### src/rtl/float_mul_pkg.sv
// shared widths and types for the float multiplier; IEEE-754 single precision only, no NaN/inf
package float_mul_pkg;

    // encoding layout
    localparam int float_width = 32;
    localparam int exp_width = 8;
    localparam int frac_width = 23;
    localparam int exp_bias = 127;

    // mantissa with the hidden one, and the full product
    localparam int mant_width = frac_width + 1;
    localparam int prod_width = 2 * mant_width;

    // iterative core retires this many multiplier bits per step
    localparam int bits_per_cycle = 2;
    localparam int mul_steps = mant_width / bits_per_cycle;

    typedef logic [float_width-1:0] float_t;
    typedef logic [exp_width-1:0] exp_t;
    typedef logic [mant_width-1:0] mant_t;
    typedef logic [prod_width-1:0] prod_t;

    // two extra bits of headroom over the field, signed for the bias subtraction
    typedef logic signed [exp_width+1:0] exp_sum_t;

    typedef logic [$clog2(mul_steps)-1:0] step_cnt_t;

    // unpacked operand pair handed to the mantissa core
    typedef struct packed {
        logic     sign;
        exp_sum_t exp_sum;
        logic     zero;
        mant_t    a_mant;
        mant_t    b_mant;
    } operands_t;

    // core result, sign/exponent/zero pass through untouched
    typedef struct packed {
        logic     sign;
        exp_sum_t exp_sum;
        logic     zero;
        prod_t    prod;
    } product_t;

endpackage

### src/rtl/float_mul_pipeline.sv
// fixed 14-cycle req-to-ack latency; req while an operation is in flight is ignored
`timescale 1ns/10ps

module float_mul_pipeline import float_mul_pkg::*; (
    input  logic   clk,
    input  logic   rst,
    input  logic   req,
    input  float_t a,
    input  float_t b,
    output float_t out,
    output logic   ack
);

    logic      op_valid;
    operands_t op;
    logic      prod_valid;
    product_t  prod;

    // ack doubles as the busy release of the input side
    float_operand_unpack u_unpack (
        .clk      (clk),
        .rst      (rst),
        .req      (req),
        .a        (a),
        .b        (b),
        .ack      (ack),
        .op_valid (op_valid),
        .op       (op)
    );

    mant_mul_2bpc u_mul (
        .clk        (clk),
        .rst        (rst),
        .op_valid   (op_valid),
        .op         (op),
        .prod_valid (prod_valid),
        .prod       (prod)
    );

    float_result_pack u_pack (
        .clk        (clk),
        .rst        (rst),
        .prod_valid (prod_valid),
        .prod       (prod),
        .out        (out),
        .ack        (ack)
    );

endmodule

### src/rtl/float_operand_unpack.sv
// one operation in flight; req while busy is dropped and a zero exponent field counts as zero
`timescale 1ns/10ps

module float_operand_unpack import float_mul_pkg::*; (
    input  logic      clk,
    input  logic      rst,
    input  logic      req,
    input  float_t    a,
    input  float_t    b,
    input  logic      ack,
    output logic      op_valid,
    output operands_t op
);

    logic                  busy;
    logic                  accept;
    logic                  a_sign;
    logic                  b_sign;
    exp_t                  a_exp;
    exp_t                  b_exp;
    logic [frac_width-1:0] a_frac;
    logic [frac_width-1:0] b_frac;
    exp_sum_t              exp_sum;

    assign accept = req && !busy;

    // field split of both encodings
    assign {a_sign, a_exp, a_frac} = a;
    assign {b_sign, b_exp, b_frac} = b;

    // one bias has to come out of the sum
    assign exp_sum = exp_sum_t'(a_exp) + exp_sum_t'(b_exp) - exp_sum_t'(exp_bias);

    always_ff @(posedge clk or posedge rst) begin
        if (rst) begin
            busy <= 1'b0;
            op_valid <= 1'b0;
        end else begin
            op_valid <= accept;
            if (accept) begin
                busy <= 1'b1;
            end else if (ack) begin
                // result delivered so the next req can start
                busy <= 1'b0;
            end
        end
    end

    // operand payload held until the next accepted req
    always_ff @(posedge clk) begin
        if (accept) begin
            op.sign <= a_sign ^ b_sign;
            op.exp_sum <= exp_sum;
            op.zero <= (a_exp == '0) || (b_exp == '0);
            op.a_mant <= {1'b1, a_frac};
            op.b_mant <= {1'b1, b_frac};
        end
    end

    // the result side only acks an operation that this side started
    a_ack_when_busy: assert property (
        @(posedge clk) disable iff (rst) ack |-> busy
    );

endmodule

### src/rtl/float_result_pack.sv
// truncates the fraction, no rounding; exponent field only defined for results in 1..254
`timescale 1ns/10ps

module float_result_pack import float_mul_pkg::*; (
    input  logic     clk,
    input  logic     rst,
    input  logic     prod_valid,
    input  product_t prod,
    output float_t   out,
    output logic     ack
);

    logic                  top_bit;
    exp_sum_t              norm_exp;
    logic [frac_width-1:0] frac;
    float_t                word;

    // product of two 1.x mantissas is in [1, 4)
    assign top_bit = prod.prod[prod_width-1];

    assign norm_exp = top_bit ? prod.exp_sum + exp_sum_t'(1) : prod.exp_sum;

    // drop the leading one, keep the next 23 bits
    assign frac = top_bit ? prod.prod[prod_width-2 -: frac_width]
                          : prod.prod[prod_width-3 -: frac_width];

    assign word = prod.zero ? '0 : {prod.sign, norm_exp[exp_width-1:0], frac};

    always_ff @(posedge clk or posedge rst) begin
        if (rst) begin
            out <= '0;
            ack <= 1'b0;
        end else begin
            ack <= prod_valid;
            // out reads zero outside the ack cycle
            out <= prod_valid ? word : '0;
        end
    end

    // hidden ones from the front end guarantee a leading one in the top two bits
    a_normalized: assert property (
        @(posedge clk) disable iff (rst)
        (prod_valid && !prod.zero) |-> (prod.prod[prod_width-1] || prod.prod[prod_width-2])
    );

endmodule

### src/rtl/mant_mul_2bpc.sv
// 24x24 shift-add multiplier, fixed mul_steps iterations even for zero operands
`timescale 1ns/10ps

module mant_mul_2bpc import float_mul_pkg::*; (
    input  logic      clk,
    input  logic      rst,
    input  logic      op_valid,
    input  operands_t op,
    output logic      prod_valid,
    output product_t  prod
);

    logic                  running;
    step_cnt_t             step;
    mant_t                 mcand;
    mant_t                 mplier;
    prod_t                 acc;
    logic [mant_width+1:0] pp;
    logic [mant_width+1:0] upper;
    logic                  sign_q;
    exp_sum_t              exp_sum_q;
    logic                  zero_q;

    // multiplicand times the current 2-bit digit
    always_comb begin
        case (mplier[bits_per_cycle-1:0])
            2'd1: pp = {2'b00, mcand};
            2'd2: pp = {1'b0, mcand, 1'b0};
            2'd3: pp = {2'b00, mcand} + {1'b0, mcand, 1'b0};
            default: pp = '0;
        endcase
    end

    // partial product lands on the high half, cannot exceed 26 bits
    assign upper = {2'b00, acc[prod_width-1:mant_width]} + pp;

    always_ff @(posedge clk or posedge rst) begin
        if (rst) begin
            running <= 1'b0;
            step <= '0;
            prod_valid <= 1'b0;
        end else begin
            prod_valid <= 1'b0;
            if (op_valid) begin
                running <= 1'b1;
                step <= '0;
            end else if (running) begin
                step <= step + 1'b1;
                // last digit consumed this edge
                if (step == step_cnt_t'(mul_steps - 1)) begin
                    running <= 1'b0;
                    prod_valid <= 1'b1;
                end
            end
        end
    end

    always_ff @(posedge clk) begin
        if (op_valid) begin
            acc <= '0;
            mcand <= op.a_mant;
            mplier <= op.b_mant;
            sign_q <= op.sign;
            exp_sum_q <= op.exp_sum;
            zero_q <= op.zero;
        end else if (running) begin
            // low two product bits are final, shift them down out of the adder
            acc <= {upper, acc[mant_width-1:bits_per_cycle]};
            mplier <= mplier >> bits_per_cycle;
        end
    end

    assign prod = '{
        sign: sign_q,
        exp_sum: exp_sum_q,
        zero: zero_q,
        prod: acc
    };

    // the front end must not restart the core mid-product
    a_no_overlap: assert property (
        @(posedge clk) disable iff (rst) op_valid |-> !running
    );

endmodule

### config.mk
export PLATFORM = sky130hd
export DESIGN_NAME = float_mul_pipeline
export DESIGN_NICKNAME = d
export VERILOG_FILES = /design/src/rtl/float_mul_pkg.sv /design/src/rtl/float_mul_pipeline.sv /design/src/rtl/float_operand_unpack.sv /design/src/rtl/float_result_pack.sv /design/src/rtl/mant_mul_2bpc.sv
export SDC_FILE = /design/constraint.sdc
export NUM_CORES = 1
export LEC_CHECK = 0
export ABC_AREA = 1
export BUFFER_PORTS_ARGS = -buffer_cell sky130_fd_sc_hd__buf_2
export CAP_MARGIN = 20
export CORE_MARGIN = 2
export CORE_UTILIZATION = 48
export DETAILED_ROUTE_END_ITERATION = 10
export GPL_ROUTABILITY_DRIVEN = 0
export GPL_TIMING_DRIVEN = 0
export PLACE_DENSITY = 0.75
export SYNTH_ARGS = -nofsm -noshare
export SYNTH_HDL_FRONTEND = slang
export SYNTH_HIERARCHICAL = 1
export SYNTH_SLANG_ARGS = --single-unit
### constraint.sdc
create_clock -name clk -period 3.8 [get_ports clk]
set_input_delay 0.57 -clock clk [delete_from_list [all_inputs] [get_ports clk]]
set_output_delay 0.57 -clock clk [all_outputs]
set_load 0.005 [all_outputs]
==> flow_summary.toml, run 1 <==
[layout]
seq_area_mm2 = 0.00495
diodes = 0
layout_commonest_cell = "nand2_1"
instances_no_fill = 1464
multi_input_comb_area_mm2 = 0.00444
layout_common_cells = "254 x nand2_1, 114 x edfxtp_1, 105 x buf_2"
drive_gt1_share_pct = 18.6
syn_to_final_growth_pct = 19.2
nets = 1321
nFillCells = 1681
fin_util_pct = 58.7

[worst_setup_path]
slowest_stage = "edfxtp_1"
critPathMaxFanout = 5
worstPathRequired_ns = 4.13
reg2regPathDepth = 18
path_class = "flop to flop"
r2r-end = "u_mul/acc[47]$_SDFFE_PP0P_"
crit_arrival_ns = 4.04
r2r_slack_ns = 0.09
worstSetupStartpointType = "flop"
slowest_delay_ns = 0.48
crit_chain = "ha_1, inv_1, o21bai_1, a21oi_1, nand2_1, a21oi_2, xor2_1, o221ai_1, ha_1, nand2_1, nor4_4, nand4_1, nand3_1, nand2_1, nand3_1, nand3_1, nand3_1, nand2_1"
worst_setup_path_end_kind = "flop"
r2r-start = "u_mul/mcand[10]$_DFFE_PP_"

[global_routing]
grt_pass1_vias = 7198
groute.usage.overall_pct = 19.5
grt_max_degree = 46
grt_first_pass_wirelength_um = 33600
grt_overflow = 0
antenna_found_initial = 0

[drt]
post-route-drc-count = 0
via_per_inst = 5.16
wirelength_um = 20700
ant_nets = 0
wl_per_cell_um = 14.2
initialDrtViolationCount = 554
dr.pass1.iters = 7
vias = 7561

[clocking]
cts.sinks = 180
cts_inserted_buffers = 17
insertion_delay_ns = 0.44
cts-htree-levels = 4
cts-root-buf = "clkbuf_16"
clockBufferDepth = 2
clk_pin_slew_ns = 0.07
cts_tree = "done"

[die]
die_area_mm2 = 0.0213
row_count = 51
fp.dieH_um = 146
fp.dieW_um = 146
start_util_pct = 49.3
coreArea_mm2 = 0.0196
ios = 100

[timing]
relSlewSlack_pct = 35.9
finClkSkew_ns = 0.00581
finalCritPeriodShare_pct = 97.7
rsz0062_at_grt = "true"
slew_violations = 0
post-route-min-period_ns = 3.71
hold_viol = 0
tightest_slew_ns = 0.962
timing.fmax_ghz = 0.269
setup_viol = 0

[min_path]
hold_class = "input port to flop"
hold_depth = 1
hp-start = "b[12]"
hold_end = "u_unpack/op[12]$_DFFE_PP_"

[pwr]
p_leak_nw = 5.18
power_density_mw_per_mm2 = 353
ir_drop_mv = 0.315

[placed_design]
dp_hpwl_um = 15300
placed_cells = 1421
port_buffers = 99

[status]
run_status = "finished, final reports clean"

[yosys]
syn_area_per_cell_um2 = 9.17
yosysWarnings = 6
syn_area_mm2 = 0.00965
syn_inst = 1053

[run]
drv_cap = 0
worst max-delay path, delay by kind of cell, from the launching register on:
family          cells  cell delay [ns]
fa+ha+maj           2             0.78
compound gates      4             0.65
xor+xnor            1             0.20
flops               1             0.48
simple gates       10             1.39
buf+inv             1             0.11
area by class of cell:
type                       count  share of cell area, %
sequential                   180                   43.0
multi-input combinational    751                   38.5
timing repair buffer         113                   5.70
clock buffer                  17                   3.70
inverter                      96                   3.13
tap                          265                   2.88
clock inverter                15                   1.86
buffer                        27                   1.17
worst max path at each step:
stage	from	end	slack, ns	cells after the start
finish	u_mul/mcand[10]$_DFFE_PP_	u_mul/acc[47]$_SDFFE_PP0P_	0.09	18
global route	u_mul/mcand[4]$_DFFE_PP_	u_mul/acc[47]$_SDFFE_PP0P_	-0.07	21
CTS	u_mul/mcand[3]$_DFFE_PP_	u_mul/acc[47]$_SDFFE_PP0P_	0.01	20
detailed placement	u_mul/mcand[0]$_DFFE_PP_	u_mul/acc[45]$_SDFFE_PP0P_	0.02	18
global placement	u_mul/mcand[6]$_DFFE_PP_	u_mul/acc[41]$_SDFFE_PP0P_	0.12	19
floorplan	u_mul/mcand[2]$_DFFE_PP_	u_mul/acc[41]$_SDFFE_PP0P_	0.57	18
layer usage:
metal  track usage (%)  up-vias  part of all wire, %
met3              3.45       40                  4.7
met5                 0        -                    0
met4              7.01        0                  2.2
met2              33.5      204                   49
met1              25.0     3457                   44
li1                  -     3860                    -
what timing repair did:
action,CTS,global route
cloned,0,0
setup buffers,0,10
gates resized for setup,1,42
endpoints found under the setup margin,1,12
endpoints found under the hold margin,2,0
hold buffers,1,0
pin swaps,0,10
sequential cells by signal, summed over array words and instances, names as in the netlist, 4 cells and up:
signal / count
u_pack/out: 32
u_unpack/op: 56
u_mul/acc: 25
u_mul/mcand: 24
u_mul/exp_sum_q: 8
u_mul/mplier: 24
u_mul/step: 4
per-stage QoR:
step / cell area [um^2] / total power [W] / TNS (ns) / setup slack [ns] / hold slack [ns]
floorplan: 9660 / 0.00218 / 0 / 0.570 / 0.311
global placement: 10500 / 0.00223 / 0 / 0.115 / 0.365
detailed placement: 10600 / 0.00224 / 0 / 0.0165 / 0.385
CTS: 11200 / 0.00411 / 0 / 0.0130 / 0.285
global route: 11500 / 0.00420 / -0.272 / -0.0719 / 0.282
finish: 11500 / 0.00406 / 0 / 0.0872 / 0.302
report_power, final:
group          switching (W)  internal [W]
combinational      0.0000583     0.0000611
clock               0.000802       0.00107
sequential                 0       0.00207
total               0.000860       0.00320
No activity file was read; power rests on OpenSTA's default activity.
==> run 2: changes to the inputs <==
Settings changed: SYNTH_HIERARCHICAL 1 to default.
==> run 2 against run 1 <==
  * Global-route usage rose by 1.7 points
  * Die area rose by 0.77%
  * Total power fell by 4.4%
  * Synthesized cell count rose by 3.5%
  * Hold slack improved by 0.0022 ns
  * Count of clock-buffer cells in the layout rose by 1
  * Flip-flop and latch count fell by 1
  * Critical path depth rose by 5
  * Combinational power fell by 18%
  * Clock skew rose by 0.0047 ns
==> flow_summary.toml, run 2 <==
[layout]
layout_common_cells = "223 x nand2_1, 138 x inv_1, 113 x edfxtp_1"
instances_no_fill = 1513
top_regs = "u_unpack.op (56), u_pack.out (32), u_mul.acc (25)"
multi_input_comb_area_mm2 = 0.00451
fin_util_pct = 58.4
layout_commonest_cell = "nand2_1"
diodes = 0
drive_gt1_share_pct = 20.2
seq_area_mm2 = 0.00492
syn_to_final_growth_pct = 20.2
nets = 1361
nFillCells = 1746
top_register = "u_unpack.op"
largest_reg_flops = 56

[pwr]
intPower_w = 0.00300
seq_power_share_pct = 53.1
power_density_mw_per_mm2 = 332
p_leak_nw = 5.19
p_sw_w = 0.000889
swShare_pct = 22.9
ir_drop_mv = 0.291
comb_power_share_pct = 2.5
clockPowerShare_pct = 44.4

[timing]
setup_tns_ns = 0
setup_viol = 0
hold_viol = 0
post-route-min-period_ns = 3.73
timing.fmax_ghz = 0.268
finClkSkew_ns = 0.0106
tightest_slew_ns = 0.948
finalCritPeriodShare_pct = 98.2
finalWorstSetupSlack_ns = 0.0700
slew_violations = 0
relSlewSlack_pct = 36.8
rsz0062_at_grt = "true"

[die]
die_area_mm2 = 0.0214
fp.dieW_um = 146
start_util_pct = 48.5
row_count = 52
fp.dieH_um = 146
ios = 100
coreArea_mm2 = 0.0200

[clocking]
cts-root-buf = "clkbuf_16"
clockBufferDepth = 2
cts-hold-fix-buffers = 0
insertion_delay_ns = 0.44
cts.sinks = 179
cts-htree-levels = 4
cts_tree = "done"
clk_pin_slew_ns = 0.08
cts_inserted_buffers = 17

[placed_design]
placed_cells = 1461
dp_hpwl_um = 16600
port_buffers = 99
dpl_worst_slack_ns = -0.128

[yosys]
syn_area_mm2 = 0.00973
yosysMostFrequentCell = "nand2_1"
synth.area.top_cells = "edfxtp_1 35%, dfrtp_1 11%, nand2_1 8.9%, ha_1 7.8%, inv_1 5.5%"
synth_seq_cells = 179
yosysWarnings = 0
syn_area_per_cell_um2 = 8.92
yosysUniqueCellTypes = 46
ys_seq_area_share_pct = 50.6
netlist_top_cells_count = "230 x nand2_1, 143 x inv_1, 113 x edfxtp_1"
synth_top_area_share_pct = 34.9
syn-num-nets = 1221
synth_area_leader_cell = "edfxtp_1"
async_reset_ff_share_pct = 22.9
synth-edff-count = 113
syn_inst = 1090
synth_flop_cell = "edfxtp_1"

[worst_setup_path]
critPathMostFrequentCell = "nand3_2"
worstPathRequired_ns = 4.18
slowest_delay_ns = 0.47
slowest_stage = "edfxtp_1"
r2r-end = "u_mul.acc[40]$_SDFFE_PP0P_"
reg2regPathDepth = 23
critPathMaxFanout = 5
r2r_slack_ns = 0.07
worst_setup_path_end_kind = "flop"
crit_arrival_ns = 4.11
crit_chain = "ha_2, inv_2, fa_2, inv_2, nand3_2, nand2_2, inv_4, o21ai_4, nand3_2, nand3_2, a21oi_1, o21ai_1, o211ai_1, ha_1, nand2_2, nor2_2, inv_1, nor2_2, nand4_1, a31o_2, nand3_1, o211ai_1, inv_1"
worstSetupStartpointType = "flop"
r2r-start = "u_mul.mcand[0]$_DFFE_PP_"
path_class = "flop to flop"

[drt]
wl_per_cell_um = 15.1
vias = 8103
wirelength_um = 22900
dr.pass1.iters = 6
ant_nets = 0
post-route-drc-count = 0
initialDrtViolationCount = 626
via_per_inst = 5.36

[global_routing]
groute.usage.overall_pct = 21.3
grt_first_pass_wirelength_um = 36400
grt_max_degree = 42
grt_overflow = 0
antenna_found_initial = 0
grt_pass1_vias = 7641

[min_path]
hold_class = "input port to asynchronous set/reset pin"

[run]
drv_cap = 0

[status]
run_status = "finished, final reports clean"
[run 2: worst max path at each step]
stage | slack [ns] | cells past startpoint | start | end
finish | 0.07 | 23 | u_mul.mcand[0]$_DFFE_PP_ | u_mul.acc[40]$_SDFFE_PP0P_
global route | -0.11 | 22 | u_mul.mcand[4]$_DFFE_PP_ | u_mul.acc[47]$_SDFFE_PP0P_
CTS | 0.02 | 23 | u_mul.mcand[0]$_DFFE_PP_ | u_mul.acc[40]$_SDFFE_PP0P_
detailed placement | -0.13 | 23 | u_mul.mcand[0]$_DFFE_PP_ | u_mul.acc[41]$_SDFFE_PP0P_
global placement | -0.07 | 23 | u_mul.mcand[0]$_DFFE_PP_ | u_mul.acc[41]$_SDFFE_PP0P_
floorplan | 0.59 | 23 | u_mul.mcand[1]$_DFFE_PP_ | u_mul.acc[41]$_SDFFE_PP0P_
[run 2: cells by family (layout without fill, tap and decap cells)]
logic type	after synthesis	after routing	share of synthesized area [%]
xor+xnor	21	21	1.89
flops	179	179	50.6
simple gates	416	416	18.1
compound gates	238	238	14.3
buf+inv	172	325	6.64
fa+ha+maj	64	64	8.46
[run 2: power groups by stage]
stage	sequential [W]	combinational [W]	clock (W)
floorplan	0.00210	0.0000508	0
global placement	0.00210	0.0000939	0
detailed placement	0.00210	0.0000998	0
CTS	0.00206	0.0000997	0.00176
global route	0.00206	0.000113	0.00183
finish	0.00206	0.0000978	0.00173
[run 2: worst max-delay path, delay by kind of cell (launching register included)]
family	cells	cell delay, ns
buffers and inverters	5	0.34
DFF	1	0.47
AOI/OAI and AO/OA	6	0.91
and+or+nand+nor	9	0.95
adders and majority gates	3	0.99
[run 2: final cells by class]
class                      count  area share, %
clock buffer                  18           3.67
clock inverter                14           1.35
timing repair buffer         121           5.93
sequential                   179           42.1
multi-input combinational    739           38.5
buffer                        23          0.738
tap                          270           2.89
inverter                     149           4.84
[run 2: metrics by stage]
stage                     hold slack [ns]  power, W  area, um^2
after floorplan                     0.354   0.00216        9730
after global placement              0.360   0.00220       10600
final                               0.304   0.00389       11700
after detailed placement            0.363   0.00220       10600
after global routing                0.287   0.00400       11700
after CTS                           0.291   0.00392       11200
[run 2: timing repair]
item | CTS | global route
pin swaps | 0 | 21
buffers inserted | 1 | 19
endpoints found under the setup margin | 11 | 14
gates resized for setup | 3 | 74
[run 2: metal layers]
metal,GRT usage (%),up-vias,routed length [um]
met5,0,-,0
li1,-,3989,-
met2,35.9,297,11100
met1,28.1,3772,9820
met3,3.00,45,1350
met4,7.57,0,594
==> run 3: changes to the inputs <==
Settings changed: PLACE_DENSITY 0.75 to 0.65.
==> run 3 against run 2 <==
  * Count of clock-buffer cells in the layout unchanged
  * Clock power about the same
  * Flip-flop and latch count unchanged
  * Final cell count increased by 0.46%
  * Critical path depth decreased by 2
  * Largest cell class unchanged
==> flow_summary.toml, run 3 (same netlist as run 2, synthesis figures left out) <==
[status]
run_status = "finished, final reports clean"

[run]
drv_cap = 0

[timing]
relSlewSlack_pct = 43.4
setup_viol = 0
finalWorstSetupSlack_ns = 0.123
tightest_slew_ns = 0.848
slew_violations = 0
timing.fmax_ghz = 0.272
hold_viol = 0
post-route-min-period_ns = 3.68
rsz0062_at_grt = "true"
finClkSkew_ns = 0.00991
worst_hold_slack_ns = 0.299
finalCritPeriodShare_pct = 96.8

[layout]
top_register = "u_unpack.op"
diodes = 0
layout_commonest_cell = "nand2_1"
drive_gt1_share_pct = 22.0
design_area_mm2 = 0.0119
top_regs = "u_unpack.op (56), u_pack.out (32), u_mul.acc (25)"
syn_to_final_growth_pct = 22.2
nets = 1368
fin_util_pct = 59.3
instances_no_fill = 1520
largest_reg_flops = 56
layout_common_cells = "216 x nand2_1, 137 x inv_1, 113 x edfxtp_1"

[drt]
vias = 8012
via_per_inst = 5.27
ant_nets = 0
initialDrtViolationCount = 663
wirelength_um = 22900
post-route-drc-count = 0
dr.pass1.iters = 5
wl_per_cell_um = 15.1

[pwr]
comb_power_share_pct = 2.5
power_density_mw_per_mm2 = 328
ir_drop_mv = 0.288
seq_power_share_pct = 53.0
intPower_w = 0.00300
swShare_pct = 23.0
p_leak_nw = 5.26
p_sw_w = 0.000897
clockPowerShare_pct = 44.6

[placed_design]
dpl_worst_slack_ns = -0.153
port_buffers = 99
placed_area_mm2 = 0.0106
dp_hpwl_um = 16800
placed_cells = 1462

[worst_setup_path]
r2r-start = "u_mul.mcand[0]$_DFFE_PP_"
crit_path_start = "u_mul.mcand[0]$_DFFE_PP_"
path_class = "flop to flop"
crit_end = "u_mul.acc[34]$_SDFFE_PP0P_"
r2r_slack_ns = 0.12
r2r-end = "u_mul.acc[34]$_SDFFE_PP0P_"
worstPathRequired_ns = 4.13
worst_setup_path_end_kind = "flop"
reg2regPathDepth = 21
critPathMaxFanout = 6
worstSetupStartpointType = "flop"
crit_arrival_ns = 4.01

[die]
ios = 100
coreArea_mm2 = 0.0200
row_count = 52
fp.dieW_um = 146
start_util_pct = 48.5
die_area_mm2 = 0.0214
fp.dieH_um = 146

[clocking]
cts-htree-levels = 4
cts_tree = "done"
insertion_delay_ns = 0.44
cts-hold-fix-buffers = 0
cts_inserted_buffers = 17
clk_pin_slew_ns = 0.08
cts-root-buf = "clkbuf_16"
cts.sinks = 179
clockBufferDepth = 2

[global_routing]
grt_overflow = 0
grt_pass1_vias = 7350
groute.usage.overall_pct = 21.3
antenna_found_initial = 0
grt_max_degree = 42
grt_first_pass_wirelength_um = 35900

[min_path]
hold_class = "input port to asynchronous set/reset pin"
## run 3: cell types whose count changed in the layout (fill, tap and decap cells not counted), moves of 3 or more
cell	before	now
nand3_2	6	10
nor2_1	73	70
buf_4	20	25
nand3_1	42	38
ha_4	12	15
nand2_2	19	25
o21ai_0	75	70
o21ai_1	15	20
nand2_1	223	216
## run 3: power by group through the flow
stage	clock network, W	logic [W]	registers (W)
final	0.00174	0.0000955	0.00206
after CTS	0.00178	0.0000978	0.00206
after global routing	0.00186	0.000111	0.00206
after global placement	0	0.0000951	0.00210
after floorplan	0	0.0000508	0.00210
after detailed placement	0	0.0000978	0.00210
## run 3: stage by stage
step                      setup TNS [ns]  total power [W]
after CTS                       -0.00344          0.00394
after global placement            -0.527          0.00220
after detailed placement          -0.863          0.00220
after floorplan                        0          0.00216
final                                  0          0.00389
after global routing              -0.830          0.00403
## run 3: layer usage
metal	up-vias	part of all wire (%)	routed length, um	track usage (%)
li1	4022	-	-	-
met3	31	6.0	1370	4.44
met1	3707	46	10500	28.7
met4	0	1.6	358	6.60
met5	-	0	0	0
met2	252	46	10700	34.7
## run 3: critical path, cell delays in order (launching register included)
cell and delay (ns):
edfxtp_1 0.46, ha_2 0.24, inv_2 0.04, fa_2 0.38
inv_2 0.08, nand3_2 0.07, nand2_2 0.11, inv_4 0.06
o21ai_4 0.21, buf_4 0.16, a21oi_1 0.06, o21ai_1 0.12
o221ai_1 0.14, ha_2 0.46, nand2_2 0.12, nor2_4 0.15
inv_1 0.09, o21ai_2 0.20, a21oi_1 0.10, xnor2_1 0.15
o21ai_1 0.13, inv_1 0.05
## run 3: final cells by class
type	count	area, um^2
Clock buffer	18	429
Buffer	23	86.3
Fill cell	1753	8150
Tap cell	270	338
Inverter	149	562
Clock inverter	14	160
Timing Repair Buffer	128	778
Sequential cell	179	4920
Multi-Input combinational cell	739	4610
## run 3: timing repair
item / 4_1_cts / 5_1_grt
setup buffers: 1 / 25
gates resized for setup: 3 / 99
setup endpoints to repair: 12 / 14
gates cloned: 0 / 0
pin swaps: 1 / 35
hold endpoints to repair: 0 / 0
## run 3: worst min-delay path by stage
stage | end | slack [ns]
floorplan | u_pack.ack$_DFF_PP0_ | 0.35
global placement | u_pack.ack$_DFF_PP0_ | 0.37
detailed placement | u_pack.ack$_DFF_PP0_ | 0.40
CTS | u_unpack.op[7]$_DFFE_PP_ | 0.29
global route | u_unpack.op[9]$_DFFE_PP_ | 0.28
finish | u_pack.out[29]$_DFF_PP0_ | 0.30
